==> config.mk <==
export PLATFORM = sky130hd
export DESIGN_NAME = lce_cmd_top
export DESIGN_NICKNAME = d
export VERILOG_FILES = /design/src/design/lce_pkg.sv /design/src/design/lce_read_buf.sv /design/src/design/lce_sweep_counter.sv /design/src/design/lce_cmd_fsm.sv /design/src/design/lce_cmd_top.sv
export VERILOG_INCLUDE_DIRS = /design/src /design/src/include
export SDC_FILE = /design/constraint.sdc
export NUM_CORES = 1
export LEC_CHECK = 0
export ABC_AREA = 1
export BUFFER_PORTS_ARGS = -buffer_cell sky130_fd_sc_hd__buf_2
export CAP_MARGIN = 5
export CORE_AREA = 2 2 133 135
export DETAILED_ROUTE_END_ITERATION = 10
export DIE_AREA = 0 0 135 137
export SLEW_MARGIN = 5
export SYNTH_ARGS = -nofsm -noshare
export SYNTH_HDL_FRONTEND = slang
export SYNTH_SLANG_ARGS = --single-unit
==> constraint.sdc <==
create_clock -name clk_i -period 2.3 [get_ports clk_i]
set_clock_uncertainty 0.1 [all_clocks]
set_input_delay 0.46 -clock clk_i [delete_from_list [all_inputs] [get_ports clk_i]]
set_output_delay 0.46 -clock clk_i [all_outputs]
set_load 0.005 [all_outputs]
==> src/include/lce_consts.svh <==
// lce geometry constants
`ifndef LCE_CONSTS_SVH
`define LCE_CONSTS_SVH

// cache organization
`define LCE_ASSOC        2
`define LCE_WAY_WIDTH    1
`define LCE_SETS         4
`define LCE_INDEX_WIDTH  2

// block and address layout
`define LCE_BLOCK_WIDTH  64
`define LCE_OFFSET_WIDTH 3
`define LCE_PADDR_WIDTH  16
// address bits above offset and index
`define LCE_TAG_WIDTH    11

// directories that must sync before operation
`define LCE_NUM_CCE      2
`define LCE_CCE_ID_WIDTH 1

// covers both the set sweep and the sync count
`define LCE_CNT_WIDTH    3

`endif

==> src/design/lce_pkg.sv <==
// lce command handler types
`include "lce_consts.svh"

package lce_pkg;

  // inbound command types
  typedef enum logic [3:0] {
    e_cmd_sync,
    e_cmd_set_clear,
    e_cmd_inv,
    e_cmd_st,
    e_cmd_data,
    e_cmd_st_wakeup,
    e_cmd_wb,
    e_cmd_st_wb,
    e_cmd_uc_st_done
  } lce_cmd_type_e;

  // outbound response types
  typedef enum logic [2:0] {
    e_resp_sync_ack,
    e_resp_inv_ack,
    e_resp_coh_ack,
    e_resp_null_wb,
    e_resp_wb
  } lce_resp_type_e;

  // invalid must stay at zero, cleared tags read back as I
  typedef enum logic [2:0] {
    e_coh_i = 3'd0,
    e_coh_s,
    e_coh_e,
    e_coh_f,
    e_coh_m,
    e_coh_o
  } coh_state_e;

  typedef enum logic [1:0] {e_tag_set_clear, e_tag_set_state, e_tag_set_tag} tag_op_e;
  typedef enum logic [1:0] {e_stat_set_clear, e_stat_read, e_stat_clear_dirty} stat_op_e;
  typedef enum logic {e_data_read, e_data_write} data_op_e;

  typedef logic [`LCE_BLOCK_WIDTH-1:0] lce_block_t;
  // one dirty bit per way
  typedef logic [`LCE_ASSOC-1:0] lce_stat_t;
  typedef logic [`LCE_CNT_WIDTH-1:0] lce_cnt_t;

endpackage

==> src/design/lce_read_buf.sv <==
// memory read capture buffer
module lce_read_buf
  import lce_pkg::*;
#(
  parameter type payload_t = lce_block_t
) (
  input  logic     clk_i,
  input  logic     reset_i,
  input  logic     read_accept_i,
  input  payload_t rdata_i,
  output payload_t buf_o,
  output logic     buf_v_o
);

  logic load_r;

  always_ff @(posedge clk_i) begin
    if (reset_i) begin
      load_r  <= 1'b0;
      buf_v_o <= 1'b0;
    end else begin
      load_r <= read_accept_i;
      // a new accept drops the flag before the reload sets it again
      buf_v_o <= (buf_v_o | load_r) & ~read_accept_i;
    end
  end

  // read data is only valid the cycle after the accept
  always_ff @(posedge clk_i) begin
    if (load_r) begin
      buf_o <= rdata_i;
    end
  end

endmodule

==> src/design/lce_sweep_counter.sv <==
// set sweep and sync counter
module lce_sweep_counter
  import lce_pkg::*;
(
  input  logic     clk_i,
  input  logic     reset_i,
  input  logic     cnt_clear_i,
  input  logic     cnt_inc_i,
  input  logic     sync_done_clear_i,
  input  logic     sync_done_set_i,
  output lce_cnt_t cnt_o,
  output logic     sync_done_o
);

  // clear wins over increment
  always_ff @(posedge clk_i) begin
    if (reset_i) begin
      cnt_o <= '0;
    end else if (cnt_clear_i) begin
      cnt_o <= '0;
    end else if (cnt_inc_i) begin
      cnt_o <= cnt_o + 1'b1;
    end
  end

  // high once every directory has been acked
  always_ff @(posedge clk_i) begin
    if (reset_i) begin
      sync_done_o <= 1'b0;
    end else if (sync_done_clear_i) begin
      sync_done_o <= 1'b0;
    end else if (sync_done_set_i) begin
      sync_done_o <= 1'b1;
    end
  end

endmodule

==> src/design/lce_cmd_fsm.sv <==
// lce command processing fsm
`include "lce_consts.svh"

module lce_cmd_fsm
  import lce_pkg::*;
(
  input  logic                         clk_i,
  input  logic                         reset_i,
  input  logic                         lce_cmd_v_i,
  input  lce_cmd_type_e                lce_cmd_type_i,
  input  logic [`LCE_PADDR_WIDTH-1:0]  lce_cmd_addr_i,
  input  logic [`LCE_CCE_ID_WIDTH-1:0] lce_cmd_src_id_i,
  input  logic [`LCE_WAY_WIDTH-1:0]    lce_cmd_way_i,
  input  coh_state_e                   lce_cmd_state_i,
  input  lce_block_t                   lce_cmd_data_i,
  output logic                         lce_cmd_yumi_o,
  input  logic                         lce_resp_ready_i,
  output logic                         lce_resp_v_o,
  output lce_resp_type_e               lce_resp_type_o,
  output logic [`LCE_PADDR_WIDTH-1:0]  lce_resp_addr_o,
  output logic [`LCE_CCE_ID_WIDTH-1:0] lce_resp_dst_id_o,
  output lce_block_t                   lce_resp_data_o,
  output logic                         tag_mem_v_o,
  output tag_op_e                      tag_mem_op_o,
  output logic [`LCE_INDEX_WIDTH-1:0]  tag_mem_index_o,
  output logic [`LCE_WAY_WIDTH-1:0]    tag_mem_way_o,
  output coh_state_e                   tag_mem_state_o,
  output logic [`LCE_TAG_WIDTH-1:0]    tag_mem_tag_o,
  input  logic                         tag_mem_yumi_i,
  output logic                         stat_mem_v_o,
  output stat_op_e                     stat_mem_op_o,
  output logic [`LCE_INDEX_WIDTH-1:0]  stat_mem_index_o,
  output logic [`LCE_WAY_WIDTH-1:0]    stat_mem_way_o,
  input  logic                         stat_mem_yumi_i,
  output logic                         data_mem_v_o,
  output data_op_e                     data_mem_op_o,
  output logic [`LCE_INDEX_WIDTH-1:0]  data_mem_index_o,
  output logic [`LCE_WAY_WIDTH-1:0]    data_mem_way_o,
  output lce_block_t                   data_mem_data_o,
  input  logic                         data_mem_yumi_i,
  output logic                         cache_req_complete_o,
  output logic                         uc_store_req_complete_o,
  input  lce_cnt_t                     cnt_o,
  output logic                         cnt_clear_o,
  output logic                         cnt_inc_o,
  output logic                         sync_done_clear_o,
  output logic                         sync_done_set_o,
  input  lce_block_t                   data_buf_i,
  input  logic                         data_buf_v_i,
  input  lce_stat_t                    stat_buf_i,
  input  logic                         stat_buf_v_i,
  output logic                         ready_o
);

  typedef enum logic [2:0] {
    e_reset, e_clear, e_ready, e_coh_ack, e_wb, e_wb_dirty_rd, e_wb_dirty_send
  } fsm_state_e;

  fsm_state_e state_r, state_n;
  logic [`LCE_INDEX_WIDTH-1:0] cmd_index;
  logic [`LCE_TAG_WIDTH-1:0]   cmd_tag;
  logic                        way_dirty;

  assign cmd_index = lce_cmd_addr_i[`LCE_OFFSET_WIDTH +: `LCE_INDEX_WIDTH];
  assign cmd_tag   = lce_cmd_addr_i[`LCE_PADDR_WIDTH-1 -: `LCE_TAG_WIDTH];
  assign way_dirty = stat_buf_i[lce_cmd_way_i];

  // usable once the tag and stat sweep is over
  assign ready_o = (state_r != e_reset) && (state_r != e_clear);

  always_comb begin
    state_n = state_r;
    lce_cmd_yumi_o = 1'b0;
    cache_req_complete_o = 1'b0;
    uc_store_req_complete_o = 1'b0;
    cnt_clear_o = 1'b0;
    cnt_inc_o = 1'b0;
    sync_done_clear_o = 1'b0;
    sync_done_set_o = 1'b0;
    // responses always go back to the directory that sent the command
    lce_resp_v_o = 1'b0;
    lce_resp_type_o = e_resp_sync_ack;
    lce_resp_addr_o = lce_cmd_addr_i;
    lce_resp_dst_id_o = lce_cmd_src_id_i;
    lce_resp_data_o = '0;
    // packet fields follow the command unless a state overrides them
    tag_mem_v_o = 1'b0;
    tag_mem_op_o = e_tag_set_state;
    tag_mem_index_o = cmd_index;
    tag_mem_way_o = lce_cmd_way_i;
    tag_mem_state_o = lce_cmd_state_i;
    tag_mem_tag_o = cmd_tag;
    stat_mem_v_o = 1'b0;
    stat_mem_op_o = e_stat_read;
    stat_mem_index_o = cmd_index;
    stat_mem_way_o = lce_cmd_way_i;
    data_mem_v_o = 1'b0;
    data_mem_op_o = e_data_read;
    data_mem_index_o = cmd_index;
    data_mem_way_o = lce_cmd_way_i;
    data_mem_data_o = lce_cmd_data_i;

    unique case (state_r)
      e_reset: begin
        sync_done_clear_o = 1'b1;
        cnt_clear_o = 1'b1;
        state_n = e_clear;
      end

      // sweep every set, tag and stat together
      e_clear: begin
        tag_mem_v_o = 1'b1;
        tag_mem_op_o = e_tag_set_clear;
        tag_mem_index_o = cnt_o[`LCE_INDEX_WIDTH-1:0];
        tag_mem_state_o = e_coh_i;
        tag_mem_tag_o = '0;
        stat_mem_v_o = 1'b1;
        stat_mem_op_o = e_stat_set_clear;
        stat_mem_index_o = cnt_o[`LCE_INDEX_WIDTH-1:0];
        if (tag_mem_yumi_i && stat_mem_yumi_i) begin
          if (cnt_o == lce_cnt_t'(`LCE_SETS-1)) begin
            cnt_clear_o = 1'b1;
            state_n = e_ready;
          end else begin
            cnt_inc_o = 1'b1;
          end
        end
      end

      e_ready: begin
        if (lce_cmd_v_i) begin
          case (lce_cmd_type_i)
            e_cmd_sync: begin
              lce_resp_v_o = lce_resp_ready_i;
              lce_cmd_yumi_o = lce_resp_v_o;
              // last directory acked, so restart the count for next time
              cnt_clear_o = lce_resp_v_o && (cnt_o == lce_cnt_t'(`LCE_NUM_CCE-1));
              cnt_inc_o = lce_resp_v_o && !cnt_clear_o;
              sync_done_set_o = cnt_clear_o;
            end
            e_cmd_set_clear: begin
              tag_mem_v_o = 1'b1;
              tag_mem_op_o = e_tag_set_clear;
              stat_mem_v_o = 1'b1;
              stat_mem_op_o = e_stat_set_clear;
              lce_cmd_yumi_o = tag_mem_yumi_i && stat_mem_yumi_i;
            end
            e_cmd_inv: begin
              // hold the packet back until the ack can go out with it
              tag_mem_v_o = lce_resp_ready_i;
              tag_mem_state_o = e_coh_i;
              lce_resp_v_o = tag_mem_yumi_i && lce_resp_ready_i;
              lce_resp_type_o = e_resp_inv_ack;
              lce_cmd_yumi_o = lce_resp_v_o;
            end
            e_cmd_st: begin
              tag_mem_v_o = 1'b1;
              lce_cmd_yumi_o = tag_mem_yumi_i;
            end
            // miss fill writes block, tag and state at once
            e_cmd_data: begin
              data_mem_v_o = 1'b1;
              data_mem_op_o = e_data_write;
              tag_mem_v_o = 1'b1;
              tag_mem_op_o = e_tag_set_tag;
              if (tag_mem_yumi_i && data_mem_yumi_i) state_n = e_coh_ack;
            end
            e_cmd_st_wakeup: begin
              tag_mem_v_o = 1'b1;
              if (tag_mem_yumi_i) state_n = e_coh_ack;
            end
            e_cmd_wb: begin
              stat_mem_v_o = 1'b1;
              if (stat_mem_yumi_i) state_n = e_wb;
            end
            e_cmd_st_wb: begin
              tag_mem_v_o = 1'b1;
              stat_mem_v_o = 1'b1;
              if (tag_mem_yumi_i && stat_mem_yumi_i) state_n = e_wb;
            end
            e_cmd_uc_st_done: begin
              lce_cmd_yumi_o = 1'b1;
              uc_store_req_complete_o = 1'b1;
            end
            default: begin
            end
          endcase
        end
      end

      e_coh_ack: begin
        lce_resp_v_o = lce_cmd_v_i && lce_resp_ready_i;
        lce_resp_type_o = e_resp_coh_ack;
        lce_cmd_yumi_o = lce_resp_v_o;
        cache_req_complete_o = lce_resp_v_o;
        if (lce_resp_v_o) state_n = e_ready;
      end

      // wait for the dirty bits and finish here on a clean way
      e_wb: begin
        lce_resp_v_o = lce_resp_ready_i && stat_buf_v_i && !way_dirty;
        lce_resp_type_o = e_resp_null_wb;
        lce_cmd_yumi_o = lce_resp_v_o;
        if (stat_buf_v_i && way_dirty) begin
          state_n = e_wb_dirty_rd;
        end else if (lce_resp_v_o) begin
          state_n = e_ready;
        end
      end

      e_wb_dirty_rd: begin
        data_mem_v_o = 1'b1;
        stat_mem_v_o = 1'b1;
        stat_mem_op_o = e_stat_clear_dirty;
        if (data_mem_yumi_i && stat_mem_yumi_i) state_n = e_wb_dirty_send;
      end

      e_wb_dirty_send: begin
        lce_resp_v_o = lce_resp_ready_i && data_buf_v_i;
        lce_resp_type_o = e_resp_wb;
        lce_resp_data_o = data_buf_i;
        lce_cmd_yumi_o = lce_resp_v_o;
        if (lce_resp_v_o) state_n = e_ready;
      end

      default: begin
        state_n = e_reset;
      end
    endcase
  end

  always_ff @(posedge clk_i) begin
    if (reset_i) begin
      state_r <= e_reset;
    end else begin
      state_r <= state_n;
    end
  end

endmodule

==> src/design/lce_cmd_top.sv <==
// lce command handler top
`include "lce_consts.svh"

module lce_cmd_top
  import lce_pkg::*;
(
  input  logic                         clk_i,
  input  logic                         reset_i,
  input  logic                         lce_cmd_v_i,
  input  lce_cmd_type_e                lce_cmd_type_i,
  input  logic [`LCE_PADDR_WIDTH-1:0]  lce_cmd_addr_i,
  input  logic [`LCE_CCE_ID_WIDTH-1:0] lce_cmd_src_id_i,
  input  logic [`LCE_WAY_WIDTH-1:0]    lce_cmd_way_i,
  input  coh_state_e                   lce_cmd_state_i,
  input  lce_block_t                   lce_cmd_data_i,
  output logic                         lce_cmd_yumi_o,
  input  logic                         lce_resp_ready_i,
  output logic                         lce_resp_v_o,
  output lce_resp_type_e               lce_resp_type_o,
  output logic [`LCE_PADDR_WIDTH-1:0]  lce_resp_addr_o,
  output logic [`LCE_CCE_ID_WIDTH-1:0] lce_resp_dst_id_o,
  output lce_block_t                   lce_resp_data_o,
  output logic                         tag_mem_v_o,
  output tag_op_e                      tag_mem_op_o,
  output logic [`LCE_INDEX_WIDTH-1:0]  tag_mem_index_o,
  output logic [`LCE_WAY_WIDTH-1:0]    tag_mem_way_o,
  output coh_state_e                   tag_mem_state_o,
  output logic [`LCE_TAG_WIDTH-1:0]    tag_mem_tag_o,
  input  logic                         tag_mem_yumi_i,
  output logic                         stat_mem_v_o,
  output stat_op_e                     stat_mem_op_o,
  output logic [`LCE_INDEX_WIDTH-1:0]  stat_mem_index_o,
  output logic [`LCE_WAY_WIDTH-1:0]    stat_mem_way_o,
  input  logic                         stat_mem_yumi_i,
  input  lce_stat_t                    stat_mem_i,
  output logic                         data_mem_v_o,
  output data_op_e                     data_mem_op_o,
  output logic [`LCE_INDEX_WIDTH-1:0]  data_mem_index_o,
  output logic [`LCE_WAY_WIDTH-1:0]    data_mem_way_o,
  output lce_block_t                   data_mem_data_o,
  input  logic                         data_mem_yumi_i,
  input  lce_block_t                   data_mem_i,
  output logic                         ready_o,
  output logic                         sync_done_o,
  output logic                         cache_req_complete_o,
  output logic                         uc_store_req_complete_o
);

  lce_cnt_t   cnt;
  logic       cnt_clear, cnt_inc, sync_done_clear, sync_done_set;
  lce_block_t data_buf;
  lce_stat_t  stat_buf;
  logic       data_buf_v, stat_buf_v;

  lce_cmd_fsm fsm (
    .*,
    .cnt_o(cnt),
    .cnt_clear_o(cnt_clear),
    .cnt_inc_o(cnt_inc),
    .sync_done_clear_o(sync_done_clear),
    .sync_done_set_o(sync_done_set),
    .data_buf_i(data_buf),
    .data_buf_v_i(data_buf_v),
    .stat_buf_i(stat_buf),
    .stat_buf_v_i(stat_buf_v)
  );

  lce_sweep_counter counter (
    .clk_i(clk_i),
    .reset_i(reset_i),
    .cnt_clear_i(cnt_clear),
    .cnt_inc_i(cnt_inc),
    .sync_done_clear_i(sync_done_clear),
    .sync_done_set_i(sync_done_set),
    .cnt_o(cnt),
    .sync_done_o(sync_done_o)
  );

  // only accepted reads load a buffer
  lce_read_buf #(.payload_t(lce_block_t)) data_buf_u (
    .clk_i(clk_i),
    .reset_i(reset_i),
    .read_accept_i(data_mem_yumi_i && (data_mem_op_o == e_data_read)),
    .rdata_i(data_mem_i),
    .buf_o(data_buf),
    .buf_v_o(data_buf_v)
  );

  lce_read_buf #(.payload_t(lce_stat_t)) stat_buf_u (
    .clk_i(clk_i),
    .reset_i(reset_i),
    .read_accept_i(stat_mem_yumi_i && (stat_mem_op_o == e_stat_read)),
    .rdata_i(stat_mem_i),
    .buf_o(stat_buf),
    .buf_v_o(stat_buf_v)
  );

endmodule

* After elaboration in Yosys (flattened, before gate mapping)
Cells that the tools add are included.
Storage, ports and cells: bits in registers 77, logic and storage cells 136
Operators by class: equal/unequal tests 30, add/sub/neg operators 1, reduce and logical (&&, ||, !) cells 25, multiplexer cells 63, $lt $le $gt $ge 1, bitwise gates (word level) 7
Operator list (number):
- $mux W64 | 1
- $mux W3 | 15
- $mux W1 | 26
- $pmux W3 S4 | 2
- $pmux W3 S7 | 1
- $eq A4 B3 Y1 const B | 4
- $logic_and A1 B1 Y1 | 14
- $pmux W1 S2 | 6
- $reduce_and A12 Y1 | 1
- $mux W11 | 1
- $ne A2 B1 Y1 const B | 5
- $eq A3 B2 Y1 const B | 3
- $eq A3 B3 Y1 const B | 3
- $eq A4 B2 Y1 const B | 2
- $pmux W1 S4 | 2
- $pmux W2 S2 | 2
- $eq A3 B1 Y1 const B | 2
- $mux W2 | 3
- $ne A3 B1 Y1 const B | 2
- $ne A3 B2 Y1 const B | 2
- $ne A3 B3 Y1 const B | 2
- $pmux W2 S3 | 1
- $pmux W3 S2 | 1
- $reduce_or A2 Y1 | 3
- other kinds (18) | 23

* Longest topological paths before layout
depth after elaboration 8, mapped depth 11, gate-level depth less buffers 10

* Hierarchy
From an unflattened synthesis, not the netlist that was laid out.
Unflattened totals: cell total of the unflattened synthesis 511, area total of the unflattened synthesis 4299.1 um^2
Modules (own cells, without submodules):
- lce_cmd_fsm | area an instance 2015.7 um^2, cells an instance 404, times used 1, sequential area each 60.1 um^2
- lce_read_buf (data_buf_u) | area an instance 1984.4 um^2, cells an instance 72, times used 1, sequential area each 1961.9 um^2
- lce_sweep_counter | area an instance 158.9 um^2, cells an instance 21, times used 1, sequential area each 80.1 um^2
- lce_read_buf (stat_buf_u) | area an instance 122.6 um^2, cells an instance 10, times used 1, sequential area each 100.1 um^2
- lce_cmd_top | area an instance 17.5 um^2, cells an instance 4, times used 1, sequential area each 0.0 um^2

* Least setup slack after synthesis
Ideal clock, no wire load.
path type flip-flop to flip-flop, start point register data_buf_u.load_r, end point register data_buf_u.buf_o[0] (netlist bit) (enable), data arrival time 1682 ps, period minus slack after synthesis 2209 ps, cell stages (with the launch flop) 1, slack 91 ps, cells stage by stage dfxtp_1
RTL lines:
- start: declaration | RTL line lce_read_buf.sv:15 | logic load_r;
- start signal: assignment | RTL line lce_read_buf.sv:22 | load_r <= read_accept_i;
- end signal: assignment | RTL line lce_read_buf.sv:31 | buf_o <= rdata_i;
- end: declaration | RTL line lce_read_buf.sv:11 | output payload_t buf_o,
No word-level cell between the ends.

* Final worst setup path
start point register fsm.state_r[0], end point output lce_resp_data_o[2]
Between the ends: word-level cells in the longest chain between the ends 2
RTL lines:
- start: declaration | RTL line lce_cmd_fsm.sv:59 | fsm_state_e state_r, state_n;
- start signal: assignment | RTL line lce_cmd_fsm.sv:234 | state_r <= e_reset;
- start signal: assignment | RTL line lce_cmd_fsm.sv:236 | state_r <= state_n;
- $eq A3 B3 Y1 | RTL line lce_cmd_fsm.sv:103 | unique case (state_r)
- $mux W64 | RTL line lce_cmd_fsm.sv:103
- end: declaration | RTL line lce_cmd_top.sv:22 | output lce_block_t lce_resp_data_o,
Every way passes these cells.

==> impl_metrics.csv <==
group,metric,value,unit
floorplan,core_area,17100,sq um
yosys,yosysSeqAreaShare,44.8,%
yosys,yosysWarnings,0,
cts,clk_pin_slew_worst_paths,60,ps
global_routing,grt_max_degree,35,
cts,cts_root_buf,"clkbuf_16",
cells_and_area,drive_gt1_share,52.3,%
sta,hold_viol,0,
critical_path,cp_data_arrival_time,1640,ps
floorplan,die_x,135,microns
floorplan,io_pins,347,
yosys,yosysMostFrequentCell,"inv_1",
flow_run,cap_violations,0,
sta,rsz0062_at_grt,"no",
cts,cts_buffer_depth,2,
place,place_inst,847,
critical_path,cp_max_fo,17,
yosys,synth_area_leaders,"edfxtp_1, nor2_4, buf_4",
sta,maxSlewHeadroom,66.0,%
yosys,synth_nets,663,
cts,cts_made_buffers,9,
drt,avgRoutedWirePerCell,12.9,microns
yosys,synth_flop_cell,"edfxtp_1",
drt,ant_nets,0,
sta,drv_slew,0,
worst_hold_path,worstHoldPathCells,1,
critical_path,cp_num_buf_inv,4,
sta,worst_pin_slew,510,ps
sta,fin_ws,105,ps
sta,fmax,0.456,GHz
global_routing,grt_util_all_layers,12.1,%
yosys,synth_area_leader_cell,"edfxtp_1",
drt,vias,3507,
critical_path,worstSetupStartpointType,"register",
critical_path,required,1740,ps
worst_hold_path,hold_path.class,"in2reg",
sta,whs,193,ps
critical_path,reg2reg_from,"fsm.state_r[2]",
sta,final.setup.tns,0,ps
drt,drt_iter0_markers,84,
cells_and_area,final_core_util,35.0,%
drt,drc,0,
critical_path,cp_cell_sequence,"inv_4 > nand2_4 > nor2_4 > inv_8 > buf_12 > nor2_1 > buf_2",
critical_path,worst_setup_path_end_kind,"output pin",
cts,holdBufCountCts,0,
drt,totalWireLength,11100,microns
cts,tritoncts,"yes",
yosys,postSynthCellCount,498,
place,gp_congestion,0.854,
power_and_ir_drop,p_leak,2.93,nW
sta,period_share,95.5,%
yosys,synthesis.area,4910,sq um
critical_path,r2r_cells,8,
global_routing,grt_pass1_vias,3414,
floorplan,die_y,137,microns
global_routing,antenna_found_initial,0,
sta,min_period,2200,ps
global_routing,grt_pass1_wl,17000,microns
floorplan,row_count,48,
yosys,synth-edff-count,66,
cells_and_area,area_growth,21.4,%
critical_path,worst-setup-path-type,"reg2out",
drt,first_pass_iters,4,
critical_path,cpPeakStageDelay,340,ps
cts,cts.htree.levels,3,
cells_and_area,layout.nets,802,
floorplan,dieArea,18500,sq um
place,dp_hpwl,8950,microns
cells_and_area,post-route-cell-area,5970,sq um
yosys,async_flop_share,0,%
power_and_ir_drop,p_total,4.70,mW
worst_hold_path,min_from,"data_mem_i[4]",
cts,clk_latency,330,ps
yosys,yosys-top-cells-count,"inv_1, buf_4, edfxtp_1",
power_and_ir_drop,powerDensity,787,nW/um^2
sta,setup_viol,0,
place,io_buffers,210,
worst_hold_path,hold_end,"data_buf_u.buf_o[4]",
yosys,ys_ff_latch,77,
cells_and_area,diodes,0,
critical_path,cpMaxStageDelayCell,"dfxtp_2",
drt,avgViaCountPerCell,4.05,
cts,clock_sinks,77,
status,status,"completed",
place,post-place-ws,216,ps
yosys,ys_types,31,
yosys,yosys.area.top_type_share,40.3,%
floorplan,initial_utilization,28.8,%
yosys,avgSynthCellArea,9.87,sq um
power_and_ir_drop,ir_drop,0.000296,V
place,dpl_cell_area,5560,sq um
cells_and_area,fill_cells,1733,
critical_path,regToRegEndpoint,"counter.cnt_o[2]",
global_routing,overflow,0,
critical_path,r2r_setup_slack,730,ps
critical_path,crit_family,"buffers and inverters",
cells_and_area,layout.cells.non_filler,866,
==> sequential cells by signal, summed over array words and instances (netlist names) <==
name / cells
data_buf_u.buf_v_o: 1
stat_buf_u.buf_o: 2
data_buf_u.buf_o: 64
stat_buf_u.load_r: 1
counter.cnt_o: 3
fsm.state_r: 3
counter.sync_done_o: 1
stat_buf_u.buf_v_o: 1
data_buf_u.load_r: 1
==> worst register-to-register path: stages (launching register included) <==
cell     delay (ps)
dfxtp_4         380
nor2_4          170
nand2_4         110
inv_2           240
nand3_2         130
nand2_1         150
nand2_1          60
o21ai_0          70
nor2_1           50
==> cells in the final DEF (no fill, tap or decap), drive strengths merged <==
| master | instances |
|---|---|
| inv | 106 |
| nor3b | 2 |
| edfxtp | 66 |
| clkbuf | 9 |
| o21bai | 1 |
| o221ai | 1 |
| nand4 | 4 |
| a21oi | 6 |
| nor4 | 1 |
| clkinv | 3 |
| ha | 3 |
| buf | 226 |
| o21ai | 12 |
| nand2 | 53 |
| nor3 | 2 |
| nand3 | 19 |
| nor2 | 110 |
| dfxtp | 11 |
| a22oi | 1 |
| bufinv | 3 |
| a31oi | 1 |
| nand3b | 1 |
==> per-layer routing <==
layer / GRT usage, % / vias up / part of all wire (%)
met5: 0 / - / 0
met2: 21.0 / 226 / 48
met4: 5.79 / 0 / 1.9
met1: 12.4 / 1552 / 38
met3: 5.48 / 13 / 12
li1: - / 1716 / -
==> logic make-up (layout without fill, tap and decap cells) <==
group | after synthesis | count (layout) | synth area share, %
compound gates | 22 | 22 | 2.44
simple gates | 192 | 192 | 27.1
buf+inv | 204 | 347 | 24.8
flops | 77 | 77 | 44.8
fa+ha+maj | 3 | 3 | 0.764
==> report_power, final <==
group	internal, mW	switching [mW]	leakage, nW
sequential	1.62	0.0752	0.711
clock	1.06	0.555	0.165
combinational	0.557	0.828	2.05
total	3.24	1.46	2.93
==> final cells by class <==
class / count / area (sq um) / area share (%)
Clock buffer: 9 / 225 / 3.77
Clock inverter: 6 / 113 / 1.89
Inverter: 106 / 408 / 6.84
Timing Repair Buffer: 226 / 1220 / 20.5
Multi-Input combinational cell: 217 / 1500 / 25.2
Tap cell: 225 / 282 / 4.72
Sequential cell: 77 / 2210 / 37.1
==> what timing repair did <==
item	in CTS	in global routing
pin swaps	1	2
endpoints found under the hold margin	0	0
resized for setup	3	10
buffers inserted	2	2
setup endpoints to repair	57	32
==> how the worst max path moves through the flow <==
stage	startpoint	cells past startpoint	to
2_1_floorplan	data_buf_u.load_r	0	data_buf_u.buf_o[0]
3_3_place_gp	lce_cmd_type_i[3]	9	lce_cmd_yumi_o
3_5_place_dp	lce_cmd_type_i[3]	9	lce_cmd_yumi_o
4_1_cts	fsm.state_r[2]	6	lce_resp_data_o[2]
5_1_grt	fsm.state_r[0]	8	lce_resp_v_o
6_report	fsm.state_r[0]	7	lce_resp_data_o[2]
(Power assumes the default switching activity.)
